<file path="src/pf_checker_pkg.sv">
// ---------------------------------------------------------------------------
// shared definitions for the PCIe rx stream router
// field widths and typedefs, format/type codes of the TLP header byte,
// and the destination codes used between decoder and egress stages
// ---------------------------------------------------------------------------

package pf_checker_pkg;

	// field widths of one streaming beat
	localparam int HDR_W      = 128;
	localparam int PAYLOAD_W  = 256;
	localparam int BAR_W      = 3;
	localparam int EMPTY_W    = 3;
	localparam int PFNUM_W    = 2;
	localparam int FMT_TYPE_W = 8;

	typedef logic [HDR_W-1:0]      hdr_t;
	typedef logic [PAYLOAD_W-1:0]  payload_t;
	typedef logic [BAR_W-1:0]      bar_t;
	typedef logic [EMPTY_W-1:0]    empty_t;
	typedef logic [PFNUM_W-1:0]    pfnum_t;

	// format/type byte, header bits 31 to 24
	typedef logic [FMT_TYPE_W-1:0] fmt_type_t;

	// ------------------------------------------------------------------------
	// format/type codes
	// ------------------------------------------------------------------------
	localparam fmt_type_t FMT_TYPE_CPL  = 8'h0A;
	localparam fmt_type_t FMT_TYPE_CPLD = 8'h4A;

	// type field of memory requests
	localparam logic [4:0] MEM_TYPE = 5'h00;

	// fmt patterns, 3DW and 4DW header forms
	localparam logic [1:0][2:0] FMT_MEM_RD = {3'b001, 3'b000};
	localparam logic [1:0][2:0] FMT_MEM_WR = {3'b011, 3'b010};

	// ------------------------------------------------------------------------
	// routing destination
	// ------------------------------------------------------------------------
	localparam int DEST_W = 2;

	typedef logic [DEST_W-1:0] dest_t;

	localparam dest_t DEST_NONE = 2'd0;
	localparam dest_t DEST_PIO  = 2'd1;
	localparam dest_t DEST_AFU  = 2'd2;
	localparam dest_t DEST_DEF  = 2'd3;

endpackage
</file>
<file path="src/rx_st_if.sv">
// ---------------------------------------------------------------------------
// rx streaming beat bundle with source and sink modports
// ---------------------------------------------------------------------------

`timescale 1ns/10ps

interface rx_st_if;

	logic                       sop;
	logic                       eop;
	logic                       hvalid;
	logic                       dvalid;
	pf_checker_pkg::bar_t       bar;
	pf_checker_pkg::hdr_t       header;
	pf_checker_pkg::payload_t   payload;
	pf_checker_pkg::empty_t     empty;
	pf_checker_pkg::pfnum_t     pfnum;
	// beat bypasses the PIO and targets default config
	logic                       passthrough;

	// side that presents the beat
	modport src (
		output sop, eop, hvalid, dvalid, bar, header,
		output payload, empty, pfnum, passthrough
	);

	// side that consumes the beat
	modport dst (
		input sop, eop, hvalid, dvalid, bar, header,
		input payload, empty, pfnum, passthrough
	);

endinterface

</file>
<file path="src/pf_checker_top.sv">
// ---------------------------------------------------------------------------
// PF checker top level
// routes rx beats to the PIO, AFU or default config egress, one cycle late
// ingress ready is the AND of the PIO and default config readies
// ---------------------------------------------------------------------------

`timescale 1ns/10ps

module pf_checker_top (
	input  logic                        clk,
	input  logic                        arst_n_i,

	// ingress
	input  logic                        rx_sop_i,
	input  logic                        rx_eop_i,
	input  logic                        rx_hvalid_i,
	input  logic                        rx_dvalid_i,
	input  pf_checker_pkg::bar_t        rx_bar_i,
	input  pf_checker_pkg::hdr_t        rx_header_i,
	input  pf_checker_pkg::payload_t    rx_payload_i,
	input  pf_checker_pkg::empty_t      rx_empty_i,
	input  pf_checker_pkg::pfnum_t      rx_pfnum_i,
	input  logic                        rx_passthrough_i,
	output logic                        rx_ready_o,

	// routing controls
	input  logic                        sel_afu_i,
	input  logic                        pf0_mem_en_i,
	input  logic                        pf1_mem_en_i,

	// PIO egress
	output logic                        pio_sop_o,
	output logic                        pio_eop_o,
	output logic                        pio_hvalid_o,
	output logic                        pio_dvalid_o,
	output pf_checker_pkg::bar_t        pio_bar_o,
	output pf_checker_pkg::hdr_t        pio_header_o,
	output pf_checker_pkg::payload_t    pio_payload_o,
	output pf_checker_pkg::empty_t      pio_empty_o,
	output pf_checker_pkg::pfnum_t      pio_pfnum_o,
	output logic                        pio_passthrough_o,
	input  logic                        pio_ready_i,

	// AFU egress
	output logic                        afu_sop_o,
	output logic                        afu_eop_o,
	output logic                        afu_hvalid_o,
	output logic                        afu_dvalid_o,
	output pf_checker_pkg::bar_t        afu_bar_o,
	output pf_checker_pkg::hdr_t        afu_header_o,
	output pf_checker_pkg::payload_t    afu_payload_o,
	output pf_checker_pkg::empty_t      afu_empty_o,
	output pf_checker_pkg::pfnum_t      afu_pfnum_o,
	output logic                        afu_passthrough_o,

	// default config egress
	output logic                        def_sop_o,
	output logic                        def_eop_o,
	output logic                        def_hvalid_o,
	output logic                        def_dvalid_o,
	output pf_checker_pkg::bar_t        def_bar_o,
	output pf_checker_pkg::hdr_t        def_header_o,
	output pf_checker_pkg::payload_t    def_payload_o,
	output pf_checker_pkg::empty_t      def_empty_o,
	output pf_checker_pkg::pfnum_t      def_pfnum_o,
	output logic                        def_passthrough_o,
	input  logic                        def_ready_i
);

	rx_st_if ing_st ();
	rx_st_if pio_st ();
	rx_st_if afu_st ();
	rx_st_if def_st ();

	pf_checker_pkg::dest_t dest;

	// ------------------------------------------------------------------------
	// ingress bundle
	// ------------------------------------------------------------------------
	assign ing_st.sop         = rx_sop_i;
	assign ing_st.eop         = rx_eop_i;
	assign ing_st.hvalid      = rx_hvalid_i;
	assign ing_st.dvalid      = rx_dvalid_i;
	assign ing_st.bar         = rx_bar_i;
	assign ing_st.header      = rx_header_i;
	assign ing_st.payload     = rx_payload_i;
	assign ing_st.empty       = rx_empty_i;
	assign ing_st.pfnum       = rx_pfnum_i;
	assign ing_st.passthrough = rx_passthrough_i;

	// no buffering, the source holds off while either sink is busy
	assign rx_ready_o = pio_ready_i & def_ready_i;

	// ------------------------------------------------------------------------
	// decode and egress stages
	// ------------------------------------------------------------------------
	tlp_route_decode u_decode (
		.rx           (ing_st),
		.sel_afu_i    (sel_afu_i),
		.pf0_mem_en_i (pf0_mem_en_i),
		.pf1_mem_en_i (pf1_mem_en_i),
		.dest_o       (dest)
	);

	rx_st_egress_reg #(.MY_DEST(pf_checker_pkg::DEST_PIO)) u_pio_reg (
		.clk      (clk),
		.arst_n_i (arst_n_i),
		.in       (ing_st),
		.dest_i   (dest),
		.out      (pio_st)
	);

	rx_st_egress_reg #(.MY_DEST(pf_checker_pkg::DEST_AFU)) u_afu_reg (
		.clk      (clk),
		.arst_n_i (arst_n_i),
		.in       (ing_st),
		.dest_i   (dest),
		.out      (afu_st)
	);

	rx_st_egress_reg #(.MY_DEST(pf_checker_pkg::DEST_DEF)) u_def_reg (
		.clk      (clk),
		.arst_n_i (arst_n_i),
		.in       (ing_st),
		.dest_i   (dest),
		.out      (def_st)
	);

	// ------------------------------------------------------------------------
	// egress ports
	// ------------------------------------------------------------------------
	assign pio_sop_o         = pio_st.sop;
	assign pio_eop_o         = pio_st.eop;
	assign pio_hvalid_o      = pio_st.hvalid;
	assign pio_dvalid_o      = pio_st.dvalid;
	assign pio_bar_o         = pio_st.bar;
	assign pio_header_o      = pio_st.header;
	assign pio_payload_o     = pio_st.payload;
	assign pio_empty_o       = pio_st.empty;
	assign pio_pfnum_o       = pio_st.pfnum;
	assign pio_passthrough_o = pio_st.passthrough;

	assign afu_sop_o         = afu_st.sop;
	assign afu_eop_o         = afu_st.eop;
	assign afu_hvalid_o      = afu_st.hvalid;
	assign afu_dvalid_o      = afu_st.dvalid;
	assign afu_bar_o         = afu_st.bar;
	assign afu_header_o      = afu_st.header;
	assign afu_payload_o     = afu_st.payload;
	assign afu_empty_o       = afu_st.empty;
	assign afu_pfnum_o       = afu_st.pfnum;
	assign afu_passthrough_o = afu_st.passthrough;

	assign def_sop_o         = def_st.sop;
	assign def_eop_o         = def_st.eop;
	assign def_hvalid_o      = def_st.hvalid;
	assign def_dvalid_o      = def_st.dvalid;
	assign def_bar_o         = def_st.bar;
	assign def_header_o      = def_st.header;
	assign def_payload_o     = def_st.payload;
	assign def_empty_o       = def_st.empty;
	assign def_pfnum_o       = def_st.pfnum;
	assign def_passthrough_o = def_st.passthrough;

endmodule

</file>
<file path="src/rx_st_egress_reg.sv">
// ---------------------------------------------------------------------------
// egress register stage
// forwards the beat when routed here, otherwise drives all-zero fields
// ---------------------------------------------------------------------------

`timescale 1ns/10ps

module rx_st_egress_reg #(
	parameter pf_checker_pkg::dest_t MY_DEST = pf_checker_pkg::DEST_NONE
) (
	input  logic                    clk,
	input  logic                    arst_n_i,
	rx_st_if.dst                    in,
	input  pf_checker_pkg::dest_t   dest_i,
	rx_st_if.src                    out
);

	logic hit;

	assign hit = (dest_i == MY_DEST);

	always_ff @(posedge clk or negedge arst_n_i)
	begin
		if (!arst_n_i)
		begin
			out.sop         <= 1'b0;
			out.eop         <= 1'b0;
			out.hvalid      <= 1'b0;
			out.dvalid      <= 1'b0;
			out.bar         <= '0;
			out.header      <= '0;
			out.payload     <= '0;
			out.empty       <= '0;
			out.pfnum       <= '0;
			out.passthrough <= 1'b0;
		end
		else
		begin
			// a beat routed elsewhere shows up here as an idle cycle
			out.sop         <= hit ? in.sop         : 1'b0;
			out.eop         <= hit ? in.eop         : 1'b0;
			out.hvalid      <= hit ? in.hvalid      : 1'b0;
			out.dvalid      <= hit ? in.dvalid      : 1'b0;
			out.bar         <= hit ? in.bar         : '0;
			out.header      <= hit ? in.header      : '0;
			out.payload     <= hit ? in.payload     : '0;
			out.empty       <= hit ? in.empty       : '0;
			out.pfnum       <= hit ? in.pfnum       : '0;
			out.passthrough <= hit ? in.passthrough : 1'b0;
		end
	end

endmodule

</file>
<file path="src/tlp_route_decode.sv">
// ---------------------------------------------------------------------------
// TLP class decode and routing decision
// classifies the format/type byte and picks one egress per beat
// ---------------------------------------------------------------------------

`timescale 1ns/10ps

module tlp_route_decode (
	rx_st_if.dst                    rx,
	input  logic                    sel_afu_i,
	input  logic                    pf0_mem_en_i,
	input  logic                    pf1_mem_en_i,
	output pf_checker_pkg::dest_t   dest_o
);

	pf_checker_pkg::fmt_type_t fmt_type;
	logic [2:0] fmt;
	logic [4:0] tlp_type;
	logic       is_cpl;
	logic       is_cpld;
	logic       is_mem_rd;
	logic       is_mem_wr;
	logic       any_cpl;
	logic       to_def;

	// ------------------------------------------------------------------------
	// header class
	// ------------------------------------------------------------------------
	assign fmt_type = rx.header[31:24];
	assign fmt      = fmt_type[7:5];
	assign tlp_type = fmt_type[4:0];

	assign is_cpl  = (fmt_type == pf_checker_pkg::FMT_TYPE_CPL);
	assign is_cpld = (fmt_type == pf_checker_pkg::FMT_TYPE_CPLD);
	assign any_cpl = is_cpl | is_cpld;

	assign is_mem_rd = (tlp_type == pf_checker_pkg::MEM_TYPE) &&
		(fmt == pf_checker_pkg::FMT_MEM_RD[0] || fmt == pf_checker_pkg::FMT_MEM_RD[1]);
	assign is_mem_wr = (tlp_type == pf_checker_pkg::MEM_TYPE) &&
		(fmt == pf_checker_pkg::FMT_MEM_WR[0] || fmt == pf_checker_pkg::FMT_MEM_WR[1]);

	// default config catches passthrough, memory requests on the AFU side
	// and anything whose PF has memory access disabled
	assign to_def = (rx.passthrough && !(any_cpl && sel_afu_i)) ||
		(sel_afu_i && (is_mem_rd || is_mem_wr)) ||
		(sel_afu_i && !pf0_mem_en_i) ||
		(!sel_afu_i && !pf1_mem_en_i);

	// ------------------------------------------------------------------------
	// ordered rules, so at most one egress is chosen
	// ------------------------------------------------------------------------
	always_comb
	begin
		if (!rx.passthrough && !sel_afu_i && pf1_mem_en_i)
			dest_o = pf_checker_pkg::DEST_PIO;
		else if (any_cpl && sel_afu_i && pf0_mem_en_i)
			dest_o = pf_checker_pkg::DEST_AFU;
		else if (to_def)
			dest_o = pf_checker_pkg::DEST_DEF;
		else
			dest_o = pf_checker_pkg::DEST_NONE;
	end

endmodule

</file>
<file path="config.mk">
export PLATFORM = sky130hd
export DESIGN_NAME = pf_checker_top
export DESIGN_NICKNAME = d
export VERILOG_FILES = /design/src/pf_checker_pkg.sv /design/src/rx_st_if.sv /design/src/pf_checker_top.sv /design/src/rx_st_egress_reg.sv /design/src/tlp_route_decode.sv
export SDC_FILE = /design/constraint.sdc
export NUM_CORES = 1
export LEC_CHECK = 0
export ABC_AREA = 1
export BUFFER_PORTS_ARGS = -buffer_cell sky130_fd_sc_hd__buf_2
export CAP_MARGIN = 20
export CORE_AREA = 2 2 618 620
export DETAILED_ROUTE_END_ITERATION = 8
export DIE_AREA = 0 0 620 622
export PLACE_DENSITY = 0.3
export REMOVE_ABC_BUFFERS = 1
export SLEW_MARGIN = 20
export SYNTH_ARGS = -nofsm -noshare
export SYNTH_HDL_FRONTEND = slang
export SYNTH_HIERARCHICAL = 1
export SYNTH_SLANG_ARGS = --single-unit
</file>
<file path="constraint.sdc">
create_clock -name clk -period 0.8 [get_ports clk]
set_clock_uncertainty 0.1 [all_clocks]
set_input_delay 0.04 -clock clk [delete_from_list [all_inputs] [get_ports clk]]
set_output_delay 0.04 -clock clk [all_outputs]
set_load 0.05 [all_outputs]
</file>
# Word-level counts from Yosys, hierarchy flattened
# Cells that the tools add are included.
# totals
regBits	1191
latchBits	0
ramBits	0
rom_bits	0
input_bits	404
memories	0
# op_classes
n_addsub	0
n_mul	0
n_div	0
order_cmp	0
eq_ne	8
shifts	0
mux	33
bitwise	2
n_reduce_logical	23
# op_table
operator	count
$mux 256	3
$mux 128	3
$mux 3	6
$mux 1	15
$mux 2	6
$logic_and 1x1->1	10
$eq 8x4->1 const B	1
$eq 8x7->1 const B	1
$eq 3x2->1 const B	2
$logic_or 1x1->1	6
$logic_not 1->1	5
$logic_not 5->1	1
$eq 2x2->1 const B	2
$eq 3x1->1 const B	1
$logic_not 3->1	1
$eq 2x1->1 const B	1
$and 1x1->1	1
$or 1x1->1	1

# Logic depth before layout (Yosys ltp)
# Gate-level depths: netlist (run 1).
# logic_depth
depth_word	13
mapped_depth	11

# By module
# Netlist (run 1), hierarchy kept.
# by_module_without_submodules
module	n_inst	cells_each	area_each_um2	seq_area_each_um2
rx_st_egress_reg at u_afu_reg ...	2	1236	13357.8	9934.5
rx_st_egress_reg at u_def_reg	1	1235	13364.1	9934.5
tlp_route_decode	1	29	121.4	0.0
pf_checker_top	1	2	7.5	0.0

# Worst setup path before layout (run 1)
# Ideal clock, no wire load.
# synth_path
path_type	input port to flip-flop
from	in rx_header_i[24]
to	reg u_def_reg.out.empty[0]
arrival_time_ns	1.083
required_time_ns	0.585
setup_slack_ns	-0.497
path_stages	10
path_cell_list	inv_1 nand2_1 nor2_1 nand2_1 nand2_2 nand4_1 nand2_2 buf_4 buf_6 nor2_1
# synth_between
elab_chain_cells	13
# synth_rtl
element	line_no	rtl
start: declaration	pf_checker_top.sv:19	input pf_checker_pkg::hdr_t rx_header_i,
$eq 8x4->1 / $eq 8x7->1 (equally long branches)	tlp_route_decode.sv:33, tlp_route_decode.sv:34	
$or 1x1->1	tlp_route_decode.sv:35	assign any_cpl = is_cpl | is_cpld;
$logic_and 1x1->1	tlp_route_decode.sv:44, tlp_route_decode.sv:56	
$logic_not 1->1	tlp_route_decode.sv:44	assign to_def = (rx.passthrough && !(any_cpl && sel_afu_i)) ||
$logic_and 1x1->1	tlp_route_decode.sv:44	
$logic_or 1x1->1	tlp_route_decode.sv:44	
$logic_or 1x1->1	tlp_route_decode.sv:45	(sel_afu_i && (is_mem_rd || is_mem_wr)) ||
$logic_or 1x1->1	tlp_route_decode.sv:46	(sel_afu_i && !pf0_mem_en_i) ||
$mux 2	tlp_route_decode.sv:58	else if (to_def)
$mux 2 *	tlp_route_decode.sv:56	else if (any_cpl && sel_afu_i && pf0_mem_en_i)
$mux 2 *	tlp_route_decode.sv:54	if (!rx.passthrough && !sel_afu_i && pf1_mem_en_i)
named net dest[0]	pf_checker_top.sv:75	pf_checker_pkg::dest_t dest;
$eq 2x2->1 *	rx_st_egress_reg.sv:20	assign hit = (dest_i == MY_DEST);
$mux 3 *	rx_st_egress_reg.sv:47	out.empty <= hit ? in.empty : '0;
end: declaration	rx_st_if.sv:24	output payload, empty, pfnum, passthrough
# Mark *: on every way through the listed nets, which the timed path passes. The rest lies on a longest branch.

# Worst setup path after layout (run 1)
# layout_path
from	reg u_pio_reg.out.payload[251]
to	out pio_payload_o[251]
# layout_rtl
element	line_no	rtl
start: declaration	rx_st_if.sv:24	
end: declaration	pf_checker_top.sv:38	output pf_checker_pkg::payload_t pio_payload_o,
# No word-level cell between the ends.

==> impl_metrics.json, run 1 <==
{
  "run_status": "finished with violations",
  "violations": "hold timing, setup timing",
  "syn-instance-count": 3738,
  "p_leak_nw": 42.05,
  "dr_wl_met3_um": 18950,
  "mostFrequentLayoutCell": "inv_1",
  "vias_per_cell": 2.968,
  "power.sequential.fraction": 0.371,
  "placementRows": 226,
  "synthesis.yosys.warnings": 6,
  "crit_family": "flip-flops",
  "met2_wirelength_from_detailed_routing_um": 134400,
  "clock_tree.buffer_depth": 4,
  "criticalPathCategory": "flop to primary output",
  "drt_wl_total_um": 269100,
  "grt_pass1_vias": 36900,
  "detailed_place.area_mm2": 0.05934,
  "wl_met1_um": 106700,
  "cp_cell_sequence": "buf_12 -> buf_12",
  "p_sw_mw": 56.12,
  "route.detailed.wl_per_inst_um": 23.32,
  "worst_path_max_delay_cell": "dfrtp_1",
  "dp_hpwl_um": 213800,
  "htree_levels": 4,
  "cts_buffers": 157,
  "synth-seq-cells": 1191,
  "main_combinational_cell_family_by_area_after_synthesis": "buffers and inverters",
  "yosys.area_share.simple": 0.1145,
  "period_minus_slack_ps": 1660,
  "cp.required_ps": 660,
  "synth_cell_type_count": 12,
  "power_switching_share": 0.3160,
  "post-route-util": 0.2120,
  "antenna_found_initial": 148,
  "detail_route.iter0.violations": 1451,
  "clkTransAtPathRegs_ps": 70,
  "netlist_area_mm2": 0.04021,
  "power_per_cell_area_mw_per_mm2": 2215,
  "min-delay-path-class": "input port to async pin",
  "bufs_and_invs_on_worst_path": 2,
  "first_pass_iters": 5,
  "layout.cells.most_common_list": "inv_1, dfrtp_1, nor2_1",
  "maxUsedRoutingLayer": "met5",
  "area_fraction_in_compound_gates_after_synthesis": 0,
  "comb_power_share": 0.222,
  "crit_path_start_kind": "flop",
  "critical_path.endpoint_type": "primary output",
  "buffer_ports.inserted": 1595,
  "intPower_mw": 121.5,
  "dieArea_mm2": 0.3856,
  "die_w_um": 620,
  "worstPathArrival_ps": 1520,
  "cp_common_cell": "buf_12",
  "grt.overflow.total": 0,
  "synth-xor-area-share": 0,
  "grt_start_max_net_pins": 44,
  "synth.yosys.seq_area_share": 0.7412,
  "tns_ps": -1030210,
  "slew_violations": 0,
  "grt.total_usage": 0.1358,
  "route.detailed.drc": 0,
  "die_height_um": 622,
  "critical_path.max_fanout": 1,
  "timing.hold.ws_ps": -404.4,
  "floorplan.initialDensity": 0.1063,
  "peak_supply_drop_mv": 1.532,
  "max-cap-violations": 0,
  "setup_repair_after_global_routing_missed_its_margin": "true",
  "period_share": 2.075,
  "worst_slew_pin_slew_ps": 583.0,
  "grt_pass1_wl_um": 351700,
  "cp_slowest_stage_delay_ps": 400,
  "coreArea_mm2": 0.3783,
  "cts_tree": "built",
  "ant_nets": 0,
  "top_level_ports": 1596,
  "slew_headroom": 0.6101,
  "fmax_mhz": 602.3,
  "num-nets-final": 6764,
  "clock_tree_root": "clkbuf_16",
  "layout-area-overhead-vs-synth_pct": 99.44,
  "fin_ws_ps": -860.3,
  "finalWeightedCongestion": 0.8343,
  "synthMuxAreaShare": 0,
  "power.clock.fraction": 0.407,
  "total_number_of_vias": 34240,
  "setup_viol": 2458,
  "synth_adder_area_share": 0,
  "clock-sinks": 1191,
  "post_layout_inst_area_mm2": 0.08019,
  "synthesis.area_per_instance_um2": 10.76,
  "final_hold_viol_count": 937,
  "final_layout_size_suffix_gt1_frac": 0.3630
}
==> power groups by stage <==
| stage | clock, mW | sequential (mW) | combinational, mW |
|---|---|---|---|
| finish | 72.2 | 65.9 | 39.5 |
| floorplan | 0 | 77.8 | 4.00 |
| global route | 77.3 | 66.1 | 41.6 |
| detailed placement | 0 | 66.2 | 31.3 |
| global placement | 0 | 66.2 | 31.2 |
| CTS | 75.3 | 65.9 | 39.9 |
==> timing repair <==
item                                    4_1_cts  5_1_grt
hold buffers                                670        1
cloned                                       29       11
pin swaps                                    11       11
hold endpoints to repair                   2382     1002
buffers inserted                             34       14
endpoints found under the setup margin     2374     2497
gates resized for setup                    2143      207
==> cells in the mapped netlist <==
cell	instances	share of area
nor2_1	1199	0.11
nand2_4	2	0.00056
nand4_1	2	0.00031
nand2_2	2	0.00031
buf_6	104	0.029
or2_1	1	0.00016
buf_2	24	0.0030
dfrtp_1	1191	0.74
nand2_1	11	0.0010
buf_4	1	0.00019
nand3_1	2	0.00025
inv_1	1199	0.11
==> layer usage <==
metal / vias to the layer above / track usage
li1: 15450 / -
met1: 16980 / 0.1587
met2: 1303 / 0.2376
met3: 433 / 0.03942
met4: 76 / 0.04104
met5: - / 0
==> per-stage QoR <==
step                worst slack (ps)  cells  power [mW]
floorplan                      -3633   3609       81.80
global placement               -1639  10480       97.41
detailed placement             -1548  10480       97.44
CTS                            -1006  11480       181.1
global route                  -965.4  11520       185.1
finish                        -860.3  11540       177.6
==> worst paths after layout <==
path / start / to / slack (ps) / cells after the start
min in group clk: pf1_mem_en_i / u_def_reg/out.payload[127]$_DFF_PN0_ / -30 / 7
setup / recovery: u_pio_reg/out.payload[251]$_DFF_PN0_ / pio_payload_o[251] / -860 / 2
max in group asynchronous: arst_n_i / u_afu_reg/out.header[49]$_DFF_PN0_ / -300 / 8
hold / removal: arst_n_i / u_pio_reg/out.payload[93]$_DFF_PN0_ / -400 / 6
==> cell families after synthesis <==
logic type / after synthesis
buf+inv: 1328
simple gates: 1219
flops: 1191
==> flip-flops by register name, summed over array words and instances, names as in the netlist, 128 cells and up <==
| signal | count |
|---|---|
| u_afu_reg/out.payload | 256 |
| u_def_reg/out.payload | 256 |
| u_pio_reg/out.payload | 256 |
| u_afu_reg/out.header | 128 |
| u_def_reg/out.header | 128 |
| u_pio_reg/out.header | 128 |
==> final cells by class <==
class,instances,area [um^2]
antenna,41,102.6
clock buffer,230,4598
clock inverter,49,574.3
fill,41260,298200
inverter,1199,4521
multi-input combinational,1220,5517
sequential,1191,29840
tap,5016,6276
timing repair buffer,2591,28760
No activity file was read; power rests on OpenSTA's default activity.
==> inputs of run 2 (changes only) <==
--- a/config.mk
+++ b/config.mk
@@ -15,2 +15,3 @@
 export REMOVE_ABC_BUFFERS = 1
+export SKIP_LAST_GASP = 1
 export SLEW_MARGIN = 20
==> constraint.sdc (replaced) <==
create_clock -name clk -period 0.8 [get_ports clk]
set_clock_uncertainty 0.1 [all_clocks]
set_input_delay 0.12 -clock clk [delete_from_list [all_inputs] [get_ports clk]]
set_output_delay 0.12 -clock clk [all_outputs]
set_load 0.05 [all_outputs]
==> run 2 against run 1 <==
Against the previous run: the run still ends with hold timing, setup timing left; worst hold slack better by 110 ps; routed wire length grew 1.8%; worst setup slack lost 86 ps; global-route usage down 0.089 points; first-iteration DRC count increased by 16%; via count shrank 0.55%; critical path depth stayed put; combinational power rose by 5%; sequential share of layout area shrank 1.2 points; critical path type unchanged; largest cell class is now buffers; die area unchanged; maximum frequency down 4.9%; largest power group unchanged; critical endpoint is now def_header_o[80].
==> impl_metrics.json, run 2 (same netlist as run 1, synthesis figures left out) <==
{
  "cp_common_cell": "buf_12",
  "clock-sinks": 1191,
  "cp_cell_sequence": "buf_12 -> buf_12",
  "multi_input_area_mm2": 0.005553,
  "die_w_um": 620,
  "antenna_found_initial": 142,
  "power_per_cell_area_mw_per_mm2": 2187,
  "floorplan.initialDensity": 0.1063,
  "final.fill_count": 40810,
  "clock_tree.buffer_depth": 4,
  "grt_pass1_wl_um": 349200,
  "detail_route.iter0.violations": 1677,
  "run_status": "finished with violations",
  "p_leak_nw": 42.56,
  "crit_path_start_kind": "flop",
  "post_layout_inst_area_mm2": 0.08284,
  "die_height_um": 622,
  "final_layout_size_suffix_gt1_frac": 0.3708,
  "final_hold_viol_count": 507,
  "crit_family": "flip-flops",
  "clock_tree_root": "clkbuf_16",
  "bufs_and_invs_on_worst_path": 2,
  "fmax_mhz": 572.7,
  "critical_path.max_fanout": 1,
  "timing.critical_path.depth": 2,
  "slew_headroom": 0.6829,
  "worst_slew_pin_slew_ps": 474.1,
  "slew_violations": 0,
  "clkTransAtPathRegs_ps": 60,
  "vias_per_cell": 2.972,
  "min-delay-path-class": "input port to async pin",
  "grt.total_usage": 0.1349,
  "setup_viol": 2373,
  "placementRows": 226,
  "timing.hold.ws_ps": -295.8,
  "total_number_of_vias": 34050,
  "critical_path.endpoint_type": "primary output",
  "drt_wl_total_um": 273800,
  "dieArea_mm2": 0.3856,
  "first_pass_iters": 5,
  "grt.overflow.total": 0,
  "regArea_mm2": 0.02985,
  "num-nets-final": 6680,
  "dp_hpwl_um": 216200,
  "detailed_place.area_mm2": 0.06497,
  "period_share": 2.183,
  "coreArea_mm2": 0.3783,
  "worstPathArrival_ps": 1530,
  "total_power_mw": 181.2,
  "cp_slowest_stage_delay_ps": 390,
  "finalWeightedCongestion": 0.8333,
  "ant_nets": 0,
  "setup_repair_after_global_routing_missed_its_margin": "true",
  "cp.required_ps": 580,
  "grt_start_max_net_pins": 60,
  "max-cap-violations": 0,
  "placedCellCount": 10460,
  "htree_levels": 4,
  "worst_path_max_delay_cell": "dfrtp_1",
  "instances_no_fill": 11460,
  "grt_pass1_vias": 36160,
  "route.detailed.wl_per_inst_um": 23.90,
  "layout-area-overhead-vs-synth_pct": 106.0,
  "cts_buffers": 160,
  "layout.cells.most_common_list": "inv_1, dfrtp_1, nor2_1",
  "cts_tree": "built",
  "mostFrequentLayoutCell": "inv_1",
  "route.detailed.drc": 0,
  "biggestRegsByFlops": "u_afu_reg/out.payload (256), u_def_reg/out.payload (256), u_pio_reg/out.payload (256)",
  "buffer_ports.inserted": 1595,
  "peak_supply_drop_mv": 1.380,
  "criticalPathCategory": "flop to primary output",
  "fin_ws_ps": -946.2,
  "top_level_ports": 1596,
  "violations": "hold timing, setup timing",
  "period_minus_slack_ps": 1746
}
==> run 2: per-stage QoR <==
stage	TNS (ps)	hold WS (ps)	setup slack, ps	utilization
floorplan	-3201040	-275.6	-3713	-
global placement	-1698010	167.5	-1504	0.1717
detailed placement	-1608870	162.9	-1447	0.1717
CTS	-1940540	-344.3	-1076	0.2137
global route	-1341510	-307.3	-1042	0.2188
finish	-1185360	-295.8	-946.2	0.2190
==> run 2: cell type report <==
class | count | share of cell area
timing repair buffer | 2505 | 0.3768
sequential | 1191 | 0.3603
tap | 5016 | 0.07576
multi-input combinational | 1219 | 0.06703
clock buffer | 230 | 0.05575
inverter | 1199 | 0.05451
clock inverter | 48 | 0.008292
antenna | 49 | 0.001480
==> run 2: how the worst max path moves through the flow <==
stage / to / startpoint
after CTS: def_header_o[80] / u_def_reg/out.header[80]$_DFF_PN0_
after global placement: u_afu_reg/out.payload[107]$_DFF_PN0_ / rx_header_i[27]
final: def_header_o[80] / u_def_reg/out.header[80]$_DFF_PN0_
after floorplan: u_def_reg/out.bar[0]$_DFF_PN0_ / rx_header_i[24]
after detailed placement: u_afu_reg/out.payload[107]$_DFF_PN0_ / rx_header_i[27]
after global routing: def_header_o[80] / u_def_reg/out.header[80]$_DFF_PN0_
==> run 2: where the power goes <==
| group | switching [mW] | internal, mW | total (mW) |
|---|---|---|---|
| sequential | 2.57 | 63.7 | 66.3 |
| clock | 30.6 | 43.1 | 73.7 |
| combinational | 25.0 | 16.3 | 41.3 |
==> run 2: timing repair <==
item	4_1_cts	5_1_grt
hold endpoints to repair	2382	496
gates resized for setup	1339	283
hold buffers	595	1
pin swaps	12	8
setup endpoints to repair	2369	2395
buffers inserted	23	26
gates cloned	11	32
==> run 2: per-layer routing <==
| metal | global-route usage | part of all wire | up-vias |
|---|---|---|---|
| li1 | - | - | 15270 |
| met5 | 0 | 0.0012 | - |
| met1 | 0.1555 | 0.39 | 16980 |
| met4 | 0.03825 | 0.031 | 52 |
| met3 | 0.03929 | 0.072 | 423 |
| met2 | 0.2398 | 0.50 | 1328 |
